==> src/verilog/z80_block_defs.svh <==
// Z80 block transfer constants.
// Covers the transfer state range, address width and the LDxx opcodes.
`ifndef Z80_BLOCK_DEFS_SVH
`define Z80_BLOCK_DEFS_SVH

// transfer state range, opcode fetch ends at 3.
`define Z80_XPT_FIRST 5'd4
`define Z80_XPT_LAST  5'd11

`define Z80_ADDR_W 16

// second byte after the ED prefix.
`define Z80_OPC_LDI  8'hA0
`define Z80_OPC_LDD  8'hA8
`define Z80_OPC_LDIR 8'hB0
`define Z80_OPC_LDDR 8'hB8

`endif

==> src/verilog/z80_ctrl_pkg.sv <==
// Z80 control types.
// Transfer state number, opcode byte and sequencer state.
package z80_ctrl_pkg;

    // transfer state, 4 to 11 during a block move.
    typedef logic [4:0] xpt_t;

    // bit 3 decrement, bit 4 repeat.
    typedef logic [7:0] opcode_t;

    typedef enum logic {
        SEQ_IDLE = 1'b0,
        SEQ_RUN  = 1'b1
    } seq_state_e;

endpackage

==> src/verilog/z80_types_pkg.sv <==
// Z80 data types.
// Byte, address and register pair vectors of the block transfer engine.
`include "z80_block_defs.svh"

package z80_types_pkg;

    // one data byte on the memory bus.
    typedef logic [7:0] byte_t;

    // memory address.
    typedef logic [`Z80_ADDR_W-1:0] addr_t;

    // BC, DE and HL.
    typedef logic [15:0] pair_t;

endpackage
==> src/verilog/ctrl_strobe_if.sv <==
// Decoded control strobes of one block transfer iteration.
// Driven by the decoder and consumed by the datapath.
`timescale 1ns/100ps

interface ctrl_strobe_if;

    logic rd_phase;   // read on HL.
    logic dt_write;   // latch read byte.
    logic sel_ad_de;  // address from DE.
    logic wr_phase;   // write enable.
    logic de_write;
    logic bc_write;
    logic flag_write;
    logic hl_write;
    logic alu_add;
    logic alu_sub;

    modport decoder (
        output rd_phase,
        output dt_write,
        output sel_ad_de,
        output wr_phase,
        output de_write,
        output bc_write,
        output flag_write,
        output hl_write,
        output alu_add,
        output alu_sub
    );

    modport datapath (
        input rd_phase,
        input dt_write,
        input sel_ad_de,
        input wr_phase,
        input de_write,
        input bc_write,
        input flag_write,
        input hl_write,
        input alu_add,
        input alu_sub
    );

endinterface

==> src/verilog/block_xfer_datapath.sv <==
// Block transfer datapath.
// BC/DE/HL, data latch, shared step adder, flags and memory strobes.
`timescale 1ns/100ps

module block_xfer_datapath (
    input  logic                 clk,
    input  logic                 reset,
    input  logic                 load,
    input  z80_types_pkg::pair_t bc_in,
    input  z80_types_pkg::pair_t de_in,
    input  z80_types_pkg::pair_t hl_in,
    ctrl_strobe_if.datapath      strobes,
    output z80_types_pkg::addr_t mem_addr,
    output logic                 mem_rd,
    output logic                 mem_wr,
    output z80_types_pkg::byte_t mem_wdata,
    input  z80_types_pkg::byte_t mem_rdata,
    output z80_types_pkg::pair_t bc,
    output z80_types_pkg::pair_t de,
    output z80_types_pkg::pair_t hl,
    output logic                 bc_zero,
    output logic                 flag_pv,
    output logic                 flag_n,
    output logic                 flag_h
);

    z80_types_pkg::pair_t alu_operand;
    z80_types_pkg::pair_t alu_result;
    z80_types_pkg::byte_t dt;
    logic                 xfer_active;

    // some strobe is high in every state 4 to 11.
    assign xfer_active = strobes.rd_phase | strobes.wr_phase |
                         strobes.bc_write | strobes.hl_write;

    // operand select for the shared adder.
    always_comb begin
        if (strobes.bc_write) begin
            alu_operand = bc;
        end else if (strobes.hl_write) begin
            alu_operand = hl;
        end else begin
            alu_operand = de;
        end
    end

    always_comb begin
        if (strobes.alu_sub) begin
            alu_result = alu_operand - 16'd1;
        end else if (strobes.alu_add) begin
            alu_result = alu_operand + 16'd1;
        end else begin
            alu_result = alu_operand;
        end
    end

    // register pairs and flags.
    always_ff @(posedge clk) begin
        if (reset) begin
            bc      <= '0;
            de      <= '0;
            hl      <= '0;
            flag_pv <= 1'b0;
            flag_n  <= 1'b0;
            flag_h  <= 1'b0;
        end else if (load && !xfer_active) begin
            bc <= bc_in;
            de <= de_in;
            hl <= hl_in;
        end else begin
            if (strobes.de_write) begin
                de <= alu_result;
            end
            if (strobes.bc_write) begin
                bc <= alu_result;
            end
            if (strobes.hl_write) begin
                hl <= alu_result;
            end
            if (strobes.flag_write) begin
                flag_pv <= (alu_result != 16'd0);  // new BC.
                flag_n  <= 1'b0;
                flag_h  <= 1'b0;
            end
        end
    end

    // byte in transit.
    always_ff @(posedge clk) begin
        if (strobes.dt_write) begin
            dt <= mem_rdata;
        end
    end

    // source address on read, destination on write.
    assign mem_addr  = strobes.sel_ad_de ? de : hl;
    assign mem_rd    = strobes.rd_phase;
    assign mem_wr    = strobes.wr_phase;
    assign mem_wdata = dt;

    assign bc_zero = (bc == 16'd0);

    a_rd_wr_excl: assert property (@(posedge clk) disable iff (reset)
        !(mem_rd && mem_wr));

    // BC = 0 on entry would wrap to FFFF.
    a_bc_nonzero: assert property (@(posedge clk) disable iff (reset)
        strobes.bc_write |-> !bc_zero);

endmodule

==> src/verilog/block_xfer_decoder.sv <==
// LDI/LDD/LDIR/LDDR control decoder.
// Turns the transfer state and opcode into per-state strobes.
`timescale 1ns/100ps

module block_xfer_decoder (
    input  z80_ctrl_pkg::xpt_t    xpt,
    input  logic                  xpt_valid,
    input  z80_ctrl_pkg::opcode_t opcode,
    ctrl_strobe_if.decoder        strobes
);

    logic        t01xx;
    logic        t10xx;
    logic [11:4] dec;
    logic        t4_6;
    logic        t7_9;
    logic        t9or11;
    logic        sub_dir;

    // upper split with bit 4 never set in a transfer.
    assign t01xx = xpt_valid && !xpt[4] && (xpt[3:2] == 2'b01);
    assign t10xx = xpt_valid && !xpt[4] && (xpt[3:2] == 2'b10);

    // lower split inside each group.
    assign dec[4]  = t01xx && (xpt[1:0] == 2'b00);
    assign dec[5]  = t01xx && (xpt[1:0] == 2'b01);
    assign dec[6]  = t01xx && (xpt[1:0] == 2'b10);
    assign dec[7]  = t01xx && (xpt[1:0] == 2'b11);
    assign dec[8]  = t10xx && (xpt[1:0] == 2'b00);
    assign dec[9]  = t10xx && (xpt[1:0] == 2'b01);
    assign dec[10] = t10xx && (xpt[1:0] == 2'b10);
    assign dec[11] = t10xx && (xpt[1:0] == 2'b11);

    // read window.
    assign t4_6 = dec[4] || dec[5] || dec[6];

    // write window.
    assign t7_9 = dec[7] || dec[8] || dec[9];

    assign strobes.rd_phase  = t4_6;
    assign strobes.dt_write  = dec[6];
    assign strobes.sel_ad_de = t7_9;
    assign strobes.wr_phase  = t7_9;

    // pointer and counter updates.
    assign strobes.de_write   = dec[9];
    assign strobes.bc_write   = dec[10];
    assign strobes.flag_write = dec[10];
    assign strobes.hl_write   = dec[11];

    // direction of the DE/HL step while BC always counts down.
    assign t9or11  = dec[9] || dec[11];
    assign sub_dir = opcode[3];

    assign strobes.alu_add = t9or11 && !sub_dir;
    assign strobes.alu_sub = (t9or11 && sub_dir) || dec[10];

endmodule

==> src/verilog/block_xfer_top.sv <==
// Block transfer engine top level.
// Joins sequencer, decoder and datapath behind plain ports.
`timescale 1ns/100ps

module block_xfer_top (
    input  logic                  clk,
    input  logic                  reset,
    input  logic                  start,
    input  z80_ctrl_pkg::opcode_t opcode,
    input  logic                  load,
    input  z80_types_pkg::pair_t  bc_in,
    input  z80_types_pkg::pair_t  de_in,
    input  z80_types_pkg::pair_t  hl_in,
    output z80_types_pkg::addr_t  mem_addr,
    output logic                  mem_rd,
    output logic                  mem_wr,
    output z80_types_pkg::byte_t  mem_wdata,
    input  z80_types_pkg::byte_t  mem_rdata,
    output logic                  busy,
    output logic                  done,
    output z80_types_pkg::pair_t  bc,
    output z80_types_pkg::pair_t  de,
    output z80_types_pkg::pair_t  hl,
    output logic                  flag_pv,
    output logic                  flag_n,
    output logic                  flag_h
);

    z80_ctrl_pkg::xpt_t xpt;
    logic               xpt_valid;
    logic               bc_zero;

    ctrl_strobe_if strobes ();

    xpt_sequencer i_seq (
        .clk       (clk),
        .reset     (reset),
        .start     (start),
        .opcode    (opcode),
        .bc_zero   (bc_zero),
        .xpt       (xpt),
        .xpt_valid (xpt_valid),
        .busy      (busy),
        .done      (done)
    );

    // opcode must stay stable while busy.
    block_xfer_decoder i_dec (
        .xpt       (xpt),
        .xpt_valid (xpt_valid),
        .opcode    (opcode),
        .strobes   (strobes.decoder)
    );

    block_xfer_datapath i_dp (
        .clk       (clk),
        .reset     (reset),
        .load      (load),
        .bc_in     (bc_in),
        .de_in     (de_in),
        .hl_in     (hl_in),
        .strobes   (strobes.datapath),
        .mem_addr  (mem_addr),
        .mem_rd    (mem_rd),
        .mem_wr    (mem_wr),
        .mem_wdata (mem_wdata),
        .mem_rdata (mem_rdata),
        .bc        (bc),
        .de        (de),
        .hl        (hl),
        .bc_zero   (bc_zero),
        .flag_pv   (flag_pv),
        .flag_n    (flag_n),
        .flag_h    (flag_h)
    );

endmodule

==> src/verilog/xpt_sequencer.sv <==
// Transfer state sequencer.
// Steps XPT from 4 to 11 per iteration, then repeats or signals done.
`timescale 1ns/100ps
`include "z80_block_defs.svh"

module xpt_sequencer (
    input  logic                  clk,
    input  logic                  reset,
    input  logic                  start,
    input  z80_ctrl_pkg::opcode_t opcode,
    input  logic                  bc_zero,
    output z80_ctrl_pkg::xpt_t    xpt,
    output logic                  xpt_valid,
    output logic                  busy,
    output logic                  done
);

    z80_ctrl_pkg::seq_state_e state;
    z80_ctrl_pkg::opcode_t    opcode_q;
    logic                     last_xpt;
    logic                     repeat_xfer;

    assign last_xpt    = (xpt == `Z80_XPT_LAST);
    assign repeat_xfer = opcode_q[4] && !bc_zero;  // LDIR/LDDR with count left.

    always_ff @(posedge clk) begin
        if (reset) begin
            state <= z80_ctrl_pkg::SEQ_IDLE;
            xpt   <= '0;
            done  <= 1'b0;
        end else begin
            done <= 1'b0;
            case (state)
                z80_ctrl_pkg::SEQ_IDLE: begin
                    if (start) begin
                        state <= z80_ctrl_pkg::SEQ_RUN;
                        xpt   <= `Z80_XPT_FIRST;
                    end
                end
                z80_ctrl_pkg::SEQ_RUN: begin
                    if (!last_xpt) begin
                        xpt <= xpt + 5'd1;
                    end else if (repeat_xfer) begin
                        xpt <= `Z80_XPT_FIRST;  // next iteration.
                    end else begin
                        state <= z80_ctrl_pkg::SEQ_IDLE;
                        xpt   <= '0;
                        done  <= 1'b1;
                    end
                end
                default: state <= z80_ctrl_pkg::SEQ_IDLE;
            endcase
        end
    end

    // only the repeat bit matters here.
    always_ff @(posedge clk) begin
        if (state == z80_ctrl_pkg::SEQ_IDLE && start) begin
            opcode_q <= opcode;
        end
    end

    assign xpt_valid = (state == z80_ctrl_pkg::SEQ_RUN);
    assign busy      = (state == z80_ctrl_pkg::SEQ_RUN);

    a_xpt_range: assert property (@(posedge clk) disable iff (reset)
        xpt_valid |-> (xpt >= `Z80_XPT_FIRST && xpt <= `Z80_XPT_LAST));

    a_start_opcode: assert property (@(posedge clk) disable iff (reset)
        (start && !busy) |-> (opcode inside {`Z80_OPC_LDI, `Z80_OPC_LDD,
                                              `Z80_OPC_LDIR, `Z80_OPC_LDDR}));

endmodule

==> config.mk <==
export PLATFORM = sky130hd
export DESIGN_NAME = block_xfer_top
export DESIGN_NICKNAME = d
export VERILOG_FILES = /design/src/verilog/z80_ctrl_pkg.sv /design/src/verilog/z80_types_pkg.sv /design/src/verilog/ctrl_strobe_if.sv /design/src/verilog/block_xfer_datapath.sv /design/src/verilog/block_xfer_decoder.sv /design/src/verilog/block_xfer_top.sv /design/src/verilog/xpt_sequencer.sv
export VERILOG_INCLUDE_DIRS = /design/src /design/src/verilog
export SDC_FILE = /design/constraint.sdc
export NUM_CORES = 1
export LEC_CHECK = 0
export ABC_AREA = 1
export BUFFER_PORTS_ARGS = -buffer_cell sky130_fd_sc_hd__buf_2
export CAP_MARGIN = 20
export CORE_AREA = 2 2 117 119
export DETAILED_ROUTE_END_ITERATION = 7
export DIE_AREA = 0 0 119 121
export PLACE_DENSITY = 0.66
export SKIP_LAST_GASP = 1
export SYNTH_ARGS = -nofsm -noshare
export SYNTH_HDL_FRONTEND = slang
export SYNTH_SLANG_ARGS = --single-unit
export TNS_END_PERCENT = 20
==> constraint.sdc <==
create_clock -name clk -period 2.96 [get_ports clk]
set_input_delay 0.148 -clock clk [delete_from_list [all_inputs] [get_ports clk]]
set_output_delay 0.148 -clock clk [all_outputs]
set_load 0.005 [all_outputs]
==> Flow_metrics.wiki <==
{| class="wikitable"
! Metric !! Value
|-
| Worst path cell trace || inv_2 -> nand2_1 -> nor2_4 -> buf_4 -> buf_4 -> nand3_1 -> nand3_1 -> nand2_1 -> inv_1 -> nand2_1 -> nor2_1 -> nand4_1 -> nand2_1 -> nand2_1 -> nand2_1 -> nand2_1 -> nor2_1 -> nand2_1 -> nor2_1 -> nor2_1
|-
| Clock Latency Late Sink || 0.34 ns
|-
| CP top delay family || simple AND/OR/NAND/NOR gates
|-
| Critical path's slowest cell || sky130_fd_sc_hd__dfxtp_2
|-
| PnR Total Power || ~2.4 mW
|-
| First-pass GRT wire length || about 26000 um
|-
| Die extent in y || 121 um
|-
| Post-DR wirelength/cell || between 15 and 20 um
|-
| Clock tree buffer depth || 2
|-
| Distinct cells, synth || 38
|-
| Share of post-route cells with drive strength above 1 || about a quarter
|-
| Diode insertion count for antenna repair || 0
|-
| Pin slew with the least headroom to its limit || approximately 0.73 ns
|-
| Largest family of logic cells by synthesized area || simple AND/OR/NAND/NOR gates
|-
| DR vias/cell || 4.971
|-
| Cell depth of the worst setup path || 20
|-
| Number of CTS-inserted buffers || 9
|-
| Synthesized-area fraction occupied by and/or/nand/nor cells || 42.41%
|-
| Final non-filler cell total || around 1100
|-
| Kind of path behind the tightest hold check || in2reg
|-
| Fraction of the mapped netlist area in compound gates || between 10% and 20%
|-
| Maximum resistive drop on vdd || ~0.24 mV
|-
| TritonRoute pass-1 iters || 5
|-
| # Max-Cap Violations || 0
|-
| Drt initial violations || 365
|-
| Clock edge transition at the registers on the reported setup and hold paths || approximately 0.06 ns
|-
| Total via count after detailed routing || between 5000 and 6000
|-
| Fill cell total of the finished layout || ~1400
|-
| Count of warnings emitted by yosys || 0
|-
| Run status || finished clean
|-
| Standard-cell rows || 42
|-
| All-Layer GR Usage || 22.68%
|-
| Crit share post-route || 93.99%
|-
| Slew headroom || between 50% and 60%
|-
| Maximum cell stage delay along the critical path || approximately 0.35 ns
|-
| Total of flip-flops plus latches after synthesis || 65
|-
| Maximum operating frequency || 359.5 MHz
|-
| Arrival @ worst endpoint || roughly 3.0 ns
|-
| Number of antenna violations at the first check in global routing || 0
|-
| Largest fanout of any net on the critical path || 9
|-
| Leakage power || ~2.8 nW
|-
| Sort of element at the start of the critical path || flop
|-
| Clock net sink count || 65
|-
| Number of nets in the layout || ~970
|-
| Multiplexer area fraction after synthesis || 0%
|-
| Final Setup Violations || 0
|-
| Core outline area || between 10000 and 15000 um^2
|-
| Residual antenna-violating net count after detailed routing || 0
|-
| Buffer type at the clock tree root || sky130_fd_sc_hd__clkbuf_16
|-
| Most common cell on crit path || sky130_fd_sc_hd__nand2_1
|-
| Average instance area after synthesis || 5.996 um^2
|-
| Hold path cells || 3
|-
| Number of placed I/O pins || between 100 and 150
|-
| Setup total negative slack || 0 ns
|-
| Critical path required time || ~3.2 ns
|-
| Sum of overflow across all layers after global routing || 0
|-
| Pin count of the biggest net entering global routing || 37
|-
| Sequential share of the synthesized area || approximately 31%
|-
| Placed cell count || 1051
|-
| Post-Syn Instances || 746
|-
| Area Growth Syn to Fin || 30.71%
|-
| Sum of buffers and inverters on the critical path || 4
|-
| Die area || approximately 14000 um^2
|-
| Initial Utilization || between 30% and 40%
|-
| Parity-gate share of the synthesized area counting xor and xnor cells || less than 1%
|-
| Total DRC errors in the routed layout || 0
|-
| Class of the most critical setup path || reg2reg
|-
| Minimum period implied by the final worst setup slack || ~2.8 ns
|-
| Width of the die || around 120 um
|-
| Placer's final routability congestion estimate || a little under 1
|-
| Fraction of the mapped netlist area in adder cells || under 10%
|-
| Post-detail-place hpwl || between 10000 and 15000 um
|-
| Total standard cell area after synthesis || 4473 um^2
|-
| Final Slew Violations || 0
|-
| CTS tree || built
|-
| Port Buf Inserts || approximately 140
|-
| Vias in the first global route || 4956
|-
| Maximum level of the CTS H-tree || 3
|-
| Final hold vios || 0
|-
| Total detailed-routing wirelength || between 15000 and 20000 um
|-
| Sort of element at the end of the critical path || flop
|-
| Post-route clock skew || between 0.007 and 0.008 ns
|-
| Pwr per Cell Area || roughly 420 nW/um^2
|-
| Count of cells along the worst register-to-register path || 20
|}
[cell type report]
cell class | count | area (um^2) | area share (%)
clock buffer | 9 | 225.2 | 3.852
clock inverter | 7 | 37.54 | 0.6420
inverter | 71 | 269.0 | 4.601
multi-input combinational | 574 | 2684 | 45.90
sequential | 65 | 1396 | 23.88
tap | 176 | 220.2 | 3.766
timing repair buffer | 176 | 1015 | 17.35
[synth_stat cells]
cell	n	share of area, %
sky130_fd_sc_hd__o21ai_2	1	0.20
sky130_fd_sc_hd__ha_1	6	1.7
sky130_fd_sc_hd__xor2_2	1	0.36
sky130_fd_sc_hd__buf_4	4	0.67
sky130_fd_sc_hd__nor3_1	6	0.67
sky130_fd_sc_hd__nand4_1	6	0.84
sky130_fd_sc_hd__edfxtp_1	9	6.0
sky130_fd_sc_hd__nand2_2	7	0.98
sky130_fd_sc_hd__o21ai_1	2	0.22
sky130_fd_sc_hd__inv_1	65	5.5
sky130_fd_sc_hd__o221ai_1	1	0.20
sky130_fd_sc_hd__nor4_1	5	0.70
sky130_fd_sc_hd__buf_6	1	0.25
sky130_fd_sc_hd__a31oi_1	32	4.5
sky130_fd_sc_hd__o211ai_1	1	0.17
sky130_fd_sc_hd__nand2_4	1	0.25
sky130_fd_sc_hd__buf_2	14	1.6
sky130_fd_sc_hd__a21boi_0	1	0.17
sky130_fd_sc_hd__nor2_4	1	0.25
sky130_fd_sc_hd__or2_0	5	0.70
sky130_fd_sc_hd__nor2_2	4	0.56
sky130_fd_sc_hd__o211ai_2	1	0.28
sky130_fd_sc_hd__nor2_1	63	5.3
sky130_fd_sc_hd__nand3_2	2	0.45
sky130_fd_sc_hd__nand2_1	278	23
sky130_fd_sc_hd__a21oi_1	13	1.5
sky130_fd_sc_hd__inv_2	5	0.42
sky130_fd_sc_hd__clkbuf_1	16	1.3
sky130_fd_sc_hd__conb_1	1	0.084
sky130_fd_sc_hd__nand3_1	70	7.8
sky130_fd_sc_hd__or2_1	4	0.56
sky130_fd_sc_hd__dfxtp_1	56	25
sky130_fd_sc_hd__o21ai_0	56	6.3
sky130_fd_sc_hd__a22o_1	1	0.20
sky130_fd_sc_hd__buf_1	2	0.17
sky130_fd_sc_hd__a21oi_2	2	0.39
sky130_fd_sc_hd__xor2_1	2	0.39
sky130_fd_sc_hd__clkinv_1	1	0.084
[stage by stage]
stage	area [um^2]	util (%)	hold slack [ns]	worst slack (ns)
floorplan	4477	-	0.2469	0.2980
global placement	5424	41.45	0.3241	0.09140
detailed placement	5424	41.45	0.3264	-0.04074
CTS	5779	44.17	0.07381	0.01578
global route	5847	44.68	0.08757	-0.01340
finish	5847	44.68	0.07342	0.1780
[power breakdown]
part	switching [mW]	internal (mW)	leakage, nW	total (mW)
Clock	0.408	0.555	0.126	0.963
Combinational	0.289	0.187	2.16	0.476
Sequential	0.0632	0.946	0.544	1.01
Total	0.760	1.69	2.83	2.45
[state kept, by name, indices dropped and copies added (netlist names)]
signal / cells
i_seq.opcode_q: 1
i_seq.busy: 1
i_dp.mem_wdata: 8
i_seq.xpt: 5
i_dp.bc: 16
i_dp.hl: 16
i_dp.de: 16
i_seq.done: 1
i_dp.flag_pv: 1
[what timing repair did]
item                                    CTS  global route
setup buffers                             0             1
gates resized for setup                   1            15
hold buffers                              9             0
endpoints found under the setup margin    1            13
pin swaps                                 0             2
endpoints found under the hold margin     9             0
[metal layers]
layer	track usage, %	vias up	share of wire (%)
met2	38.11	226	46
met3	4.746	30	7.6
met1	29.08	2392	44
met5	0	-	0
met4	7.366	0	2.3
li1	-	2711	-
[worst reg2reg max path: stages, from the launching register on]
cell and delay (ns):
sky130_fd_sc_hd__dfxtp_2 0.35, sky130_fd_sc_hd__inv_2 0.06, sky130_fd_sc_hd__nand2_1 0.08, sky130_fd_sc_hd__nor2_4 0.23, sky130_fd_sc_hd__buf_4 0.15, sky130_fd_sc_hd__buf_4 0.15
sky130_fd_sc_hd__nand3_1 0.09, sky130_fd_sc_hd__nand3_1 0.09, sky130_fd_sc_hd__nand2_1 0.16, sky130_fd_sc_hd__inv_1 0.16, sky130_fd_sc_hd__nand2_1 0.08, sky130_fd_sc_hd__nor2_1 0.19
sky130_fd_sc_hd__nand4_1 0.13, sky130_fd_sc_hd__nand2_1 0.10, sky130_fd_sc_hd__nand2_1 0.05, sky130_fd_sc_hd__nand2_1 0.05, sky130_fd_sc_hd__nand2_1 0.20, sky130_fd_sc_hd__nor2_1 0.16
sky130_fd_sc_hd__nand2_1 0.06, sky130_fd_sc_hd__nor2_1 0.10, sky130_fd_sc_hd__nor2_1 0.04
[cell usage in the layout, fill, tap and decap left out, types with 2 or more instances in the layout]
cell type,n
sky130_fd_sc_hd__nand2_1,276
sky130_fd_sc_hd__buf_2,138
sky130_fd_sc_hd__nand3_1,70
sky130_fd_sc_hd__inv_1,64
sky130_fd_sc_hd__nor2_1,61
sky130_fd_sc_hd__o21ai_0,56
sky130_fd_sc_hd__dfxtp_1,52
sky130_fd_sc_hd__a31oi_1,32
sky130_fd_sc_hd__buf_4,27
sky130_fd_sc_hd__a21oi_1,13
sky130_fd_sc_hd__nand2_2,9
sky130_fd_sc_hd__clkbuf_16,9
sky130_fd_sc_hd__dlygate4sd3_1,9
sky130_fd_sc_hd__edfxtp_1,9
sky130_fd_sc_hd__nor3_1,6
sky130_fd_sc_hd__nor2_2,6
sky130_fd_sc_hd__nand4_1,6
sky130_fd_sc_hd__inv_2,5
sky130_fd_sc_hd__or2_0,5
sky130_fd_sc_hd__nor4_1,5
sky130_fd_sc_hd__or2_1,4
sky130_fd_sc_hd__ha_1,4
sky130_fd_sc_hd__dfxtp_2,4
sky130_fd_sc_hd__clkinv_1,3
sky130_fd_sc_hd__clkinv_2,3
sky130_fd_sc_hd__nand3_2,2
sky130_fd_sc_hd__o21ai_1,2
sky130_fd_sc_hd__a21oi_2,2
sky130_fd_sc_hd__xor2_1,2
sky130_fd_sc_hd__ha_4,2
sky130_fd_sc_hd__conb_1,2
sky130_fd_sc_hd__clkinvlp_4,2
[path summary, 6_finish.rpt]
path / from / endpoint / slack [ns]
worst max register to register: i_seq.xpt[2] / i_dp.flag_pv / 0.18
worst min register to register: i_seq.opcode_q[4] / i_seq.done / 0.45
worst min-delay path: bc_in[5] / i_dp.bc[5] / 0.07
worst max-delay path: i_seq.xpt[2] / i_dp.flag_pv / 0.18
[cell families (layout without fill, tap and decap cells)]
logic type               after synthesis  in the layout
other                                  1              2
AO/OA/AOI/OAI                        111            111
AND/OR/NAND/NOR                      452            452
flip-flops                            65             65
adder cells (fa/ha/maj)                6              6
XOR/XNOR                               3              3
buffers and inverters                108            263
No activity file was read; power rests on OpenSTA's default activity.
